$ cat config.mk
export PLATFORM = sky130hd
export DESIGN_NAME = fetch_top
export DESIGN_NICKNAME = d
export VERILOG_FILES = /design/src/hdl/fetch_pkg.sv /design/src/hdl/fetch_resp_if.sv /design/src/hdl/fetch_top.sv /design/src/hdl/if_stage.sv /design/src/hdl/prefetch_unit.sv /design/src/hdl/dummy_inserter.sv
export VERILOG_INCLUDE_DIRS = /design/src /design/src/hdl
export SDC_FILE = /design/constraint.sdc
export NUM_CORES = 1
export LEC_CHECK = 0
export ABC_AREA = 1
export BUFFER_PORTS_ARGS = -buffer_cell sky130_fd_sc_hd__buf_4
export CAP_MARGIN = 20
export CORE_MARGIN = 2
export CORE_UTILIZATION = 50
export CTS_CLUSTER_DIAMETER = 50
export DETAILED_ROUTE_END_ITERATION = 16
export MAX_ROUTING_LAYER = met4
export PLACE_DENSITY = 0.68
export SLEW_MARGIN = 10
export SYNTH_ARGS = -nofsm -noshare
export SYNTH_HDL_FRONTEND = slang
export SYNTH_HIERARCHICAL = 1
export SYNTH_SLANG_ARGS = --single-unit
$ cat constraint.sdc
create_clock -name clk -period 11.9 [get_ports clk]
set_input_delay 1.785 -clock clk [delete_from_list [all_inputs] [get_ports clk]]
set_output_delay 1.785 -clock clk [all_outputs]
set_load 0.05 [all_outputs]
$ cat src/hdl/fetch_settings.svh
// Build-time settings of the fetch subsystem
// Response buffer depth, outstanding limit, dummy spacing, boot PC
`ifndef FETCH_SETTINGS_SVH
`define FETCH_SETTINGS_SVH

// Entries in the prefetch response buffer
`define FETCH_BUF_DEPTH 2

// Requests allowed in flight on the instruction bus
`define FETCH_MAX_OUTSTANDING 2

// Smallest number of real instructions between two dummies
`define DUMMY_MIN_GAP 4

// First fetch address after reset
`define FETCH_BOOT_ADDR 32'h0000_0080

`endif
$ cat src/hdl/fetch_pkg.sv
// Shared types of the fetch subsystem
// Address and instruction words, privilege levels, prefetcher FSM, IF/ID pipe
package fetch_pkg;

  // Byte address on the instruction bus
  typedef logic [31:0] addr_t;

  // Uncompressed 32-bit instruction word
  typedef logic [31:0] instr_t;

  // Only user and machine mode exist in this core
  typedef enum logic [1:0] {
    PRIV_LVL_U = 2'b00,
    PRIV_LVL_M = 2'b11
  } privlvl_t;

  // Prefetcher states
  // FLUSH waits for the grant of a request raised before a redirect
  typedef enum logic [1:0] {
    FETCH_IDLE,
    FETCH_REQ,
    FETCH_FLUSH
  } fetch_state_t;

  // Every dummy is an ADDI and so carries the OP-IMM opcode
  localparam logic [6:0] DUMMY_OPCODE = 7'b0010011;

  ////////////////////
  // IF/ID pipe
  ////////////////////

  typedef struct packed {
    logic     instr_valid;
    instr_t   instr;
    addr_t    pc;
    privlvl_t priv_lvl;
    logic     bus_err;
    logic     is_dummy;
  } if_id_pipe_t;

endpackage

$ cat src/hdl/fetch_resp_if.sv
// Response channel between the prefetch buffer and the IF stage
interface fetch_resp_if;
  import fetch_pkg::*;

  // Head entry of the response buffer
  logic   resp_valid;
  instr_t resp_instr;
  addr_t  resp_addr;
  logic   resp_err;

  // Consumes the head entry and is only high while resp_valid is high
  logic   resp_pop;

  // The prefetcher owns the buffer head
  modport prefetcher (
    output resp_valid,
    output resp_instr,
    output resp_addr,
    output resp_err,
    input  resp_pop
  );

  // The IF stage decides when the head is consumed
  modport stage (
    input  resp_valid,
    input  resp_instr,
    input  resp_addr,
    input  resp_err,
    output resp_pop
  );

endinterface

$ cat src/hdl/fetch_top.sv
// Fetch subsystem top level
// Prefetch unit and IF stage joined by the response channel
module fetch_top (
  input  logic                clk,
  input  logic                rst_n,
  // Instruction bus
  output logic                instr_req_o,
  output fetch_pkg::addr_t    instr_addr_o,
  input  logic                instr_gnt_i,
  input  logic                instr_rvalid_i,
  input  fetch_pkg::instr_t   instr_rdata_i,
  input  logic                instr_err_i,
  // Controller
  input  logic                pc_set_i,
  input  fetch_pkg::addr_t    branch_addr_i,
  input  fetch_pkg::privlvl_t priv_lvl_i,
  input  logic                halt_i,
  input  logic                kill_i,
  input  logic                dummy_en_i,
  // Decode
  output logic                if_valid_o,
  output fetch_pkg::addr_t    pc_o,
  output fetch_pkg::instr_t   instr_o,
  output fetch_pkg::privlvl_t priv_o,
  output logic                bus_err_o,
  output logic                is_dummy_o,
  input  logic                id_ready_i
);
  import fetch_pkg::*;

  privlvl_t    resp_priv;
  if_id_pipe_t if_id_pipe;

  fetch_resp_if resp_if ();

  prefetch_unit i_prefetch_unit (
    .clk            (clk),
    .rst_n          (rst_n),
    .pc_set_i       (pc_set_i),
    .branch_addr_i  (branch_addr_i),
    .priv_lvl_i     (priv_lvl_i),
    .instr_req_o    (instr_req_o),
    .instr_addr_o   (instr_addr_o),
    .instr_gnt_i    (instr_gnt_i),
    .instr_rvalid_i (instr_rvalid_i),
    .instr_rdata_i  (instr_rdata_i),
    .instr_err_i    (instr_err_i),
    .resp           (resp_if.prefetcher),
    .resp_priv_o    (resp_priv)
  );

  if_stage i_if_stage (
    .clk          (clk),
    .rst_n        (rst_n),
    .halt_i       (halt_i),
    .kill_i       (kill_i),
    .dummy_en_i   (dummy_en_i),
    .id_ready_i   (id_ready_i),
    .resp         (resp_if.stage),
    .resp_priv_i  (resp_priv),
    .if_valid_o   (if_valid_o),
    .if_id_pipe_o (if_id_pipe)
  );

  // Pipe fields towards decode
  assign pc_o       = if_id_pipe.pc;
  assign instr_o    = if_id_pipe.instr;
  assign priv_o     = if_id_pipe.priv_lvl;
  assign bus_err_o  = if_id_pipe.bus_err;
  assign is_dummy_o = if_id_pipe.is_dummy;

endmodule

$ cat src/hdl/if_stage.sv
// IF stage with halt and kill control and dummy selection
// Privilege tagging, IF/ID pipe register and stage checks
module if_stage (
  input  logic                   clk,
  input  logic                   rst_n,
  input  logic                   halt_i,
  input  logic                   kill_i,
  input  logic                   dummy_en_i,
  input  logic                   id_ready_i,
  fetch_resp_if.stage            resp,
  input  fetch_pkg::privlvl_t    resp_priv_i,
  output logic                   if_valid_o,
  output fetch_pkg::if_id_pipe_t if_id_pipe_o
);
  import fetch_pkg::*;

  logic        if_ready;
  logic        valid_q;
  logic        halt_q;
  logic        load;
  logic        dummy_insert;
  logic        dummy_sel;
  instr_t      dummy_instr;
  if_id_pipe_t pipe_d;
  if_id_pipe_t pipe_q;
  logic        priv_changed_q;
  privlvl_t    priv_new_q;

  // Advances on every load into the pipe register
  dummy_inserter i_dummy_inserter (
    .clk           (clk),
    .rst_n         (rst_n),
    .dummy_en_i    (dummy_en_i),
    .advance_i     (load),
    .insert_o      (dummy_insert),
    .dummy_instr_o (dummy_instr)
  );

  ////////////////////
  // Handshake
  ////////////////////

  // A halted stage hides its contents from ID one cycle later
  assign if_valid_o = valid_q & ~halt_q;

  // Kill always accepts, halt never does
  assign if_ready = kill_i | (~halt_i & (~valid_q | (if_valid_o & id_ready_i)));

  // A dummy needs a real head entry to borrow its PC
  assign dummy_sel = dummy_insert & resp.resp_valid;
  assign load      = if_ready & ~kill_i & resp.resp_valid;

  // Under kill the head is dropped even when a dummy was due
  assign resp.resp_pop = if_ready & resp.resp_valid & (kill_i | ~dummy_sel);

  always_comb begin
    pipe_d.instr_valid = 1'b1;
    pipe_d.instr       = dummy_sel ? dummy_instr : resp.resp_instr;
    pipe_d.pc          = resp.resp_addr;
    pipe_d.priv_lvl    = resp_priv_i;
    pipe_d.bus_err     = resp.resp_err & ~dummy_sel;
    pipe_d.is_dummy    = dummy_sel;
  end

  always_ff @(posedge clk or negedge rst_n) begin
    if (!rst_n) begin
      valid_q <= 1'b0;
      halt_q  <= 1'b0;
    end else begin
      halt_q <= halt_i & ~kill_i;
      if (kill_i) begin
        valid_q <= 1'b0;
      end else if (load) begin
        valid_q <= 1'b1;
      end else if (if_valid_o && id_ready_i) begin
        valid_q <= 1'b0;
      end
    end
  end

  always_ff @(posedge clk) begin
    if (load) begin
      pipe_q <= pipe_d;
    end
  end

  always_comb begin
    if_id_pipe_o             = pipe_q;
    if_id_pipe_o.instr_valid = if_valid_o;
  end

  ////////////////////
  // Checks
  ////////////////////

  a_halt :
    assert property (@(posedge clk) disable iff (!rst_n)
                     (halt_i && !kill_i) |-> !if_ready ##1 !if_valid_o)
      else $error("Halt must block the stage and drop valid");

  a_kill :
    assert property (@(posedge clk) disable iff (!rst_n)
                     kill_i |-> if_ready ##1 !if_valid_o)
      else $error("Kill must accept and drop valid");

  // The head entry stays in the buffer behind a dummy
  a_no_pop_on_dummy :
    assert property (@(posedge clk) disable iff (!rst_n)
                     (dummy_sel && !kill_i) |=>
                     (resp.resp_valid && (resp.resp_addr == $past(resp.resp_addr))))
      else $error("Response buffer popped during a dummy instruction");

  // Remembers a privilege change until an instruction reaches ID
  always_ff @(posedge clk or negedge rst_n) begin
    if (!rst_n) begin
      priv_changed_q <= 1'b0;
      priv_new_q     <= PRIV_LVL_M;
    end else if (resp_priv_i != priv_new_q) begin
      priv_changed_q <= 1'b1;
      priv_new_q     <= resp_priv_i;
    end else if (if_valid_o) begin
      priv_changed_q <= 1'b0;
    end
  end

  a_priv_change :
    assert property (@(posedge clk) disable iff (!rst_n)
                     (priv_changed_q && if_valid_o) |-> (if_id_pipe_o.priv_lvl == priv_new_q))
      else $error("Stale privilege level sent to ID");

endmodule

$ cat src/hdl/prefetch_unit.sv
// Prefetch unit with its request FSM and outstanding/discard counters
// In-order response buffer feeding the IF stage
`include "fetch_settings.svh"

module prefetch_unit (
  input  logic                clk,
  input  logic                rst_n,
  input  logic                pc_set_i,
  input  fetch_pkg::addr_t    branch_addr_i,
  input  fetch_pkg::privlvl_t priv_lvl_i,
  output logic                instr_req_o,
  output fetch_pkg::addr_t    instr_addr_o,
  input  logic                instr_gnt_i,
  input  logic                instr_rvalid_i,
  input  fetch_pkg::instr_t   instr_rdata_i,
  input  logic                instr_err_i,
  fetch_resp_if.prefetcher    resp,
  output fetch_pkg::privlvl_t resp_priv_o
);
  import fetch_pkg::*;

  localparam int unsigned CNT_W = $clog2(`FETCH_BUF_DEPTH + `FETCH_MAX_OUTSTANDING + 1);
  localparam int unsigned PTR_W = (`FETCH_BUF_DEPTH > 1) ? $clog2(`FETCH_BUF_DEPTH) : 1;
  localparam logic [CNT_W-1:0] BUF_DEPTH = CNT_W'(`FETCH_BUF_DEPTH);
  localparam logic [CNT_W-1:0] MAX_OUTST = CNT_W'(`FETCH_MAX_OUTSTANDING);
  localparam logic [PTR_W-1:0] PTR_LAST  = PTR_W'(`FETCH_BUF_DEPTH - 1);

  fetch_state_t     state_q;
  fetch_state_t     state_d;
  logic             req_q;
  logic             req_d;
  addr_t            addr_q;
  addr_t            addr_d;
  addr_t            branch_q;
  addr_t            branch_aligned;
  addr_t            resp_addr_q;
  privlvl_t         priv_q;
  logic [CNT_W-1:0] outst_q;
  logic [CNT_W-1:0] outst_d;
  logic [CNT_W-1:0] discard_q;
  logic [CNT_W-1:0] discard_d;
  logic [CNT_W-1:0] buf_cnt_q;
  logic [CNT_W-1:0] buf_cnt_d;
  logic [PTR_W-1:0] rd_ptr_q;
  logic [PTR_W-1:0] wr_ptr_q;
  instr_t           buf_instr_q [`FETCH_BUF_DEPTH];
  addr_t            buf_addr_q  [`FETCH_BUF_DEPTH];
  logic             buf_err_q   [`FETCH_BUF_DEPTH];
  logic             gnt_fire;
  logic             pending;
  logic             push;
  logic             pop;
  logic             space;

  // Fetches are always word-aligned
  assign branch_aligned = {branch_addr_i[31:2], 2'b00};

  assign gnt_fire = req_q & instr_gnt_i;
  // A raised request must be held until its grant
  assign pending  = req_q & ~instr_gnt_i;
  assign pop      = resp.resp_valid & resp.resp_pop;
  // Old-path responses are dropped, and so is anything arriving with a redirect
  assign push     = instr_rvalid_i & (discard_q == '0) & ~pc_set_i;

  assign outst_d   = outst_q + CNT_W'(gnt_fire) - CNT_W'(instr_rvalid_i);
  assign buf_cnt_d = pc_set_i ? '0 : buf_cnt_q + CNT_W'(push) - CNT_W'(pop);

  // Next-cycle room for one more response so that rvalid is never refused
  assign space = ((buf_cnt_d + outst_d) < BUF_DEPTH) && (outst_d < MAX_OUTST);

  ////////////////////
  // Discard tracking
  ////////////////////

  always_comb begin
    discard_d = discard_q;
    if (pc_set_i) begin
      // Everything still in flight belongs to the old path
      discard_d = outst_d;
    end else begin
      // The held old-path request joins the discard count once granted
      if ((state_q == FETCH_FLUSH) && gnt_fire) begin
        discard_d = discard_d + CNT_W'(1);
      end
      if (instr_rvalid_i && (discard_q != '0)) begin
        discard_d = discard_d - CNT_W'(1);
      end
    end
  end

  ////////////////////
  // Request FSM
  ////////////////////

  always_comb begin
    state_d = state_q;
    req_d   = req_q;
    addr_d  = addr_q;
    if (pc_set_i) begin
      if (pending) begin
        // Keep the old request up and park the target until the grant
        state_d = FETCH_FLUSH;
        req_d   = 1'b1;
      end else begin
        state_d = FETCH_REQ;
        addr_d  = branch_aligned;
        req_d   = space;
      end
    end else begin
      unique case (state_q)
        FETCH_IDLE: begin
          state_d = FETCH_REQ;
          req_d   = space;
        end
        FETCH_REQ: begin
          if (gnt_fire) begin
            addr_d = addr_q + 32'd4;
          end
          req_d = pending | space;
        end
        FETCH_FLUSH: begin
          // Switch to the new path as soon as the old request is granted
          if (gnt_fire) begin
            state_d = FETCH_REQ;
            addr_d  = branch_q;
            req_d   = space;
          end
        end
        default: begin
          state_d = FETCH_IDLE;
        end
      endcase
    end
  end

  always_ff @(posedge clk or negedge rst_n) begin
    if (!rst_n) begin
      state_q     <= FETCH_IDLE;
      req_q       <= 1'b0;
      addr_q      <= `FETCH_BOOT_ADDR;
      resp_addr_q <= `FETCH_BOOT_ADDR;
      priv_q      <= PRIV_LVL_M;
      outst_q     <= '0;
      discard_q   <= '0;
      buf_cnt_q   <= '0;
      rd_ptr_q    <= '0;
      wr_ptr_q    <= '0;
    end else begin
      state_q   <= state_d;
      req_q     <= req_d;
      addr_q    <= addr_d;
      outst_q   <= outst_d;
      discard_q <= discard_d;
      buf_cnt_q <= buf_cnt_d;
      if (pc_set_i) begin
        // Buffer is emptied and the new path starts at the target
        resp_addr_q <= branch_aligned;
        priv_q      <= priv_lvl_i;
        rd_ptr_q    <= '0;
        wr_ptr_q    <= '0;
      end else begin
        if (push) begin
          resp_addr_q <= resp_addr_q + 32'd4;
          wr_ptr_q    <= (wr_ptr_q == PTR_LAST) ? '0 : wr_ptr_q + PTR_W'(1);
        end
        if (pop) begin
          rd_ptr_q <= (rd_ptr_q == PTR_LAST) ? '0 : rd_ptr_q + PTR_W'(1);
        end
      end
    end
  end

  // Response storage and redirect target
  always_ff @(posedge clk) begin
    if (pc_set_i) begin
      branch_q <= branch_aligned;
    end
    if (push) begin
      buf_instr_q[wr_ptr_q] <= instr_rdata_i;
      buf_addr_q[wr_ptr_q]  <= resp_addr_q;
      buf_err_q[wr_ptr_q]   <= instr_err_i;
    end
  end

  assign instr_req_o     = req_q;
  assign instr_addr_o    = addr_q;
  assign resp.resp_valid = (buf_cnt_q != '0);
  assign resp.resp_instr = buf_instr_q[rd_ptr_q];
  assign resp.resp_addr  = buf_addr_q[rd_ptr_q];
  assign resp.resp_err   = buf_err_q[rd_ptr_q];
  assign resp_priv_o     = priv_q;

  a_req_aligned :
    assert property (@(posedge clk) disable iff (!rst_n)
                     instr_req_o |-> (instr_addr_o[1:0] == 2'b00))
      else $error("Instruction request to a misaligned address");

  a_outst_limit :
    assert property (@(posedge clk) disable iff (!rst_n)
                     outst_q <= MAX_OUTST)
      else $error("Too many instruction requests in flight");

endmodule

$ cat src/hdl/dummy_inserter.sv
// Dummy instruction inserter for side-channel hardening
// LFSR gap draw, real-instruction counter and ADDI encoding
`include "fetch_settings.svh"

module dummy_inserter (
  input  logic              clk,
  input  logic              rst_n,
  input  logic              dummy_en_i,
  input  logic              advance_i,
  output logic              insert_o,
  output fetch_pkg::instr_t dummy_instr_o
);
  import fetch_pkg::*;

  localparam int unsigned GAP_W = $clog2(2 * `DUMMY_MIN_GAP + 1);
  localparam logic [GAP_W-1:0] MIN_GAP = GAP_W'(`DUMMY_MIN_GAP);

  logic [15:0]      lfsr_q;
  logic             lfsr_fb;
  logic [GAP_W-1:0] gap_q;
  logic [GAP_W-1:0] gap_draw;
  logic [GAP_W-1:0] cnt_q;

  // Taps 16, 14, 13 and 11 give a maximal length sequence
  assign lfsr_fb = lfsr_q[15] ^ lfsr_q[13] ^ lfsr_q[12] ^ lfsr_q[10];

  // Next gap lies between MIN_GAP and twice MIN_GAP
  assign gap_draw = MIN_GAP + GAP_W'(lfsr_q % (`DUMMY_MIN_GAP + 1));

  // Raised once enough real instructions went to ID
  assign insert_o = dummy_en_i & (cnt_q >= gap_q);

  // ADDI x0 with a random source register and immediate
  assign dummy_instr_o = {lfsr_q[11:0], lfsr_q[15:11], 3'b000, 5'd0, DUMMY_OPCODE};

  always_ff @(posedge clk or negedge rst_n) begin
    if (!rst_n) begin
      lfsr_q <= 16'hace1;
      gap_q  <= MIN_GAP;
      cnt_q  <= '0;
    end else begin
      // The LFSR runs freely so the draw depends on timing too
      lfsr_q <= {lfsr_q[14:0], lfsr_fb};
      if (advance_i) begin
        if (insert_o) begin
          // The dummy itself left, start a new gap
          cnt_q <= '0;
          gap_q <= gap_draw;
        end else if (cnt_q < gap_q) begin
          cnt_q <= cnt_q + GAP_W'(1);
        end
      end
    end
  end

  a_no_back_to_back :
    assert property (@(posedge clk) disable iff (!rst_n)
                     (advance_i && insert_o) ##1 advance_i[->1] |-> !insert_o)
      else $error("Two dummy instructions in a row");

endmodule

==> impl_metrics.csv <==
group,metric,value,unit
timing,hold_viol,0,
setup_path,crit_type,"flip-flop to flip-flop",
setup_path,cpPeakStageDelay,580,ps
clock_network,cts_num_sinks,326,
clock_network,clk_pin_slew,60,ps
clock_network,clockBufferDepth,3,
setup_path,crit_required,12340,ps
job,max_cap_violations,0,
layout,seqCellArea,9296,sq um
drt,drcViolationCount,0,
power_and_ir_drop,ir_drop,0.1458,mV
yosys,synth_cells,2559,
timing,finalMaxSlewViolations,0,
drt,via_per_inst,5.249,
grt,grt_first_pass_wirelength,83620,microns
placed_design,io_buffer_count,173,
yosys,synth_area,19900,sq um
grt,grt_pass1_vias,16260,
clock_network,insertion_delay,550,ps
timing,tightestPinTransition,948.8,ps
layout,layout.nets,2827,
clock_network,cts_tree,"done",
clock_network,cts-root-buf,"clkbuf_16",
timing,timing.final.crit_share,91.38,%
timing,skew,8.853,ps
setup_path,worstPathArrival,11320,ps
yosys,syn_avg_cell_area,7.777,sq um
drt,avgRoutedWirePerCell,16.07,microns
floorplanning,rows,73,
setup_path,crit_fanout,11,
grt,overflow,0,
timing,finalSetupViolations,0,
yosys,synth_warnings,6,
setup_path,cp_slowest_cell,"dfstp_2",
timing,post-route-min-period,10870,ps
clock_network,cts_made_buffers,38,
power_and_ir_drop,power_density,168.6,nW/um^2
floorplanning,die_w,203.5,microns
floorplanning,core_region_area,39550,sq um
layout,fill_cells,3535,
status,outcome,"complete, no violations",
clock_network,postCtsHoldBufs,0,
timing,relSlewSlack,36.65,%
clock_network,cts.htree.levels,2,
floorplanning,chipHeight,203.5,microns
placed_design,dp_hpwl,36870,microns
setup_path,cp_common_cell,"nand2_1",
hold_path,hold_path.class,"flip-flop to flip-flop",
power_and_ir_drop,power,3.900,mW
grt,track_usage,26.02,%
timing,postLayoutSetupSlackWorst,1026,ps
timing,fmax,91.96,MHz
layout,syn_to_final_growth,16.22,%
grt,grt_max_degree,77,
drt,drtPass1Iterations,5,
drt,drt_iter0_markers,1078,
layout,multi_input_comb_area,9311,sq um
floorplanning,initial_core_util,50.32,%
drt,wl,52840,microns
grt,antenna_found_initial,2,
power_and_ir_drop,power.leakage,11.37,nW
setup_path,end_kind,"flip-flop",
setup_path,cp-start-kind,"flip-flop",
floorplanning,die_area,41410,sq um
drt,vias,17250,
layout,drive_gt1_share,17.39,%
placed_design,pre_cts_slack,367.6,ps
placed_design,gp_congestion,0.9032,
floorplanning,io_pins,178,
drt,ant_nets,0,
==> critical path, delay by kind of cell (launching register included) <==
family | cells | cell delay [ps]
buf+inv | 7 | 770
flops | 1 | 580
compound gates | 1 | 100
fa+ha+maj | 2 | 420
xor+xnor | 1 | 250
simple gates | 61 | 8590
==> layout by cell type (no fill, tap or decap), types with 14 or more instances in the layout <==
master,instances
nand3_1,218
a21oi_1,71
buf_4,195
nor2_1,234
inv_1,240
nand2_2,44
conb_1,19
nor2_4,17
nand3b_1,18
edfxtp_1,224
xnor2_1,14
inv_2,36
nand3_2,21
ha_1,17
nand3_4,15
nand2_1,907
clkbuf_16,39
xor2_1,36
dfrtp_1,88
o21ai_0,64
nand4_1,60
nor2_2,25
==> power breakdown <==
| part | internal, mW | leakage (nW) | total, mW | switching [mW] |
|---|---|---|---|---|
| Clock | 0.694 | 0.637 | 1.18 | 0.489 |
| Sequential | 1.43 | 3.26 | 1.59 | 0.156 |
| Combinational | 0.329 | 7.46 | 1.13 | 0.802 |
| Total | 2.45 | 11.4 | 3.90 | 1.45 |
==> final timing paths <==
check / slack [ps] / endpoint / from / depth (start not counted)
worst max register to register: 1030 / i_if_stage/i_dummy_inserter/gap_q[3] / i_if_stage/i_dummy_inserter/lfsr_q[13] / 72
worst min register to register: 410 / i_if_stage/i_dummy_inserter/lfsr_q[6] / i_if_stage/i_dummy_inserter/lfsr_q[5] / 0
min in group asynchronous: 1150 / i_prefetch_unit/instr_addr_o[18] / rst_n / 1
max in group asynchronous: 9650 / i_if_stage/i_dummy_inserter/lfsr_q[0] / rst_n / 3
worst min-delay path: 410 / i_if_stage/i_dummy_inserter/lfsr_q[6] / i_if_stage/i_dummy_inserter/lfsr_q[5] / 0
worst max-delay path: 1030 / i_if_stage/i_dummy_inserter/gap_q[3] / i_if_stage/i_dummy_inserter/lfsr_q[13] / 72
==> layer usage <==
layer	vias up	routed length (microns)	global-route usage (%)
li1	8606	-	-
met1	8147	23130	33.42
met2	421	25630	43.42
met3	78	2752	3.707
met4	0	1321	6.778
met5	-	0	-
==> registers in the layout (all words and copies together), names as in the netlist, 4 cells and up <==
signal                              count
i_if_stage/if_id_pipe_o                68
i_prefetch_unit/buf_instr_q            64
i_prefetch_unit/buf_addr_q             60
i_prefetch_unit/branch_q               30
i_prefetch_unit/instr_addr_o           30
i_prefetch_unit/resp_addr_q            30
i_if_stage/i_dummy_inserter/lfsr_q     16
i_if_stage/i_dummy_inserter/cnt_q       4
i_if_stage/i_dummy_inserter/gap_q       4
==> final cells by class <==
type	instances	area share, %
antenna	2	0.02164
clock buffer	49	4.642
clock inverter	21	0.8926
inverter	285	4.652
multi-input combinational	1882	40.26
sequential	326	40.19
tap	525	2.840
timing repair buffer	197	6.497
==> stage by stage <==
step / util [%] / std cells / hold WS [ps] / area [sq um] / TNS, ps
floorplan: - / 2575 / 379.7 / 19960 / 0
global placement: 54.26 / 3197 / 404.8 / 21460 / 0
detailed placement: 54.26 / 3197 / 400.5 / 21460 / 0
CTS: 57.50 / 3267 / 402.6 / 22740 / 0
global route: 58.48 / 3287 / 398.9 / 23130 / -76.99
finish: 58.48 / 3287 / 407.2 / 23130 / 0
==> repair_timing <==
action,CTS,global route
gates resized for setup,0,45
setup endpoints to repair,0,4
buffers inserted,0,13
No activity file was read; power rests on OpenSTA's default activity.
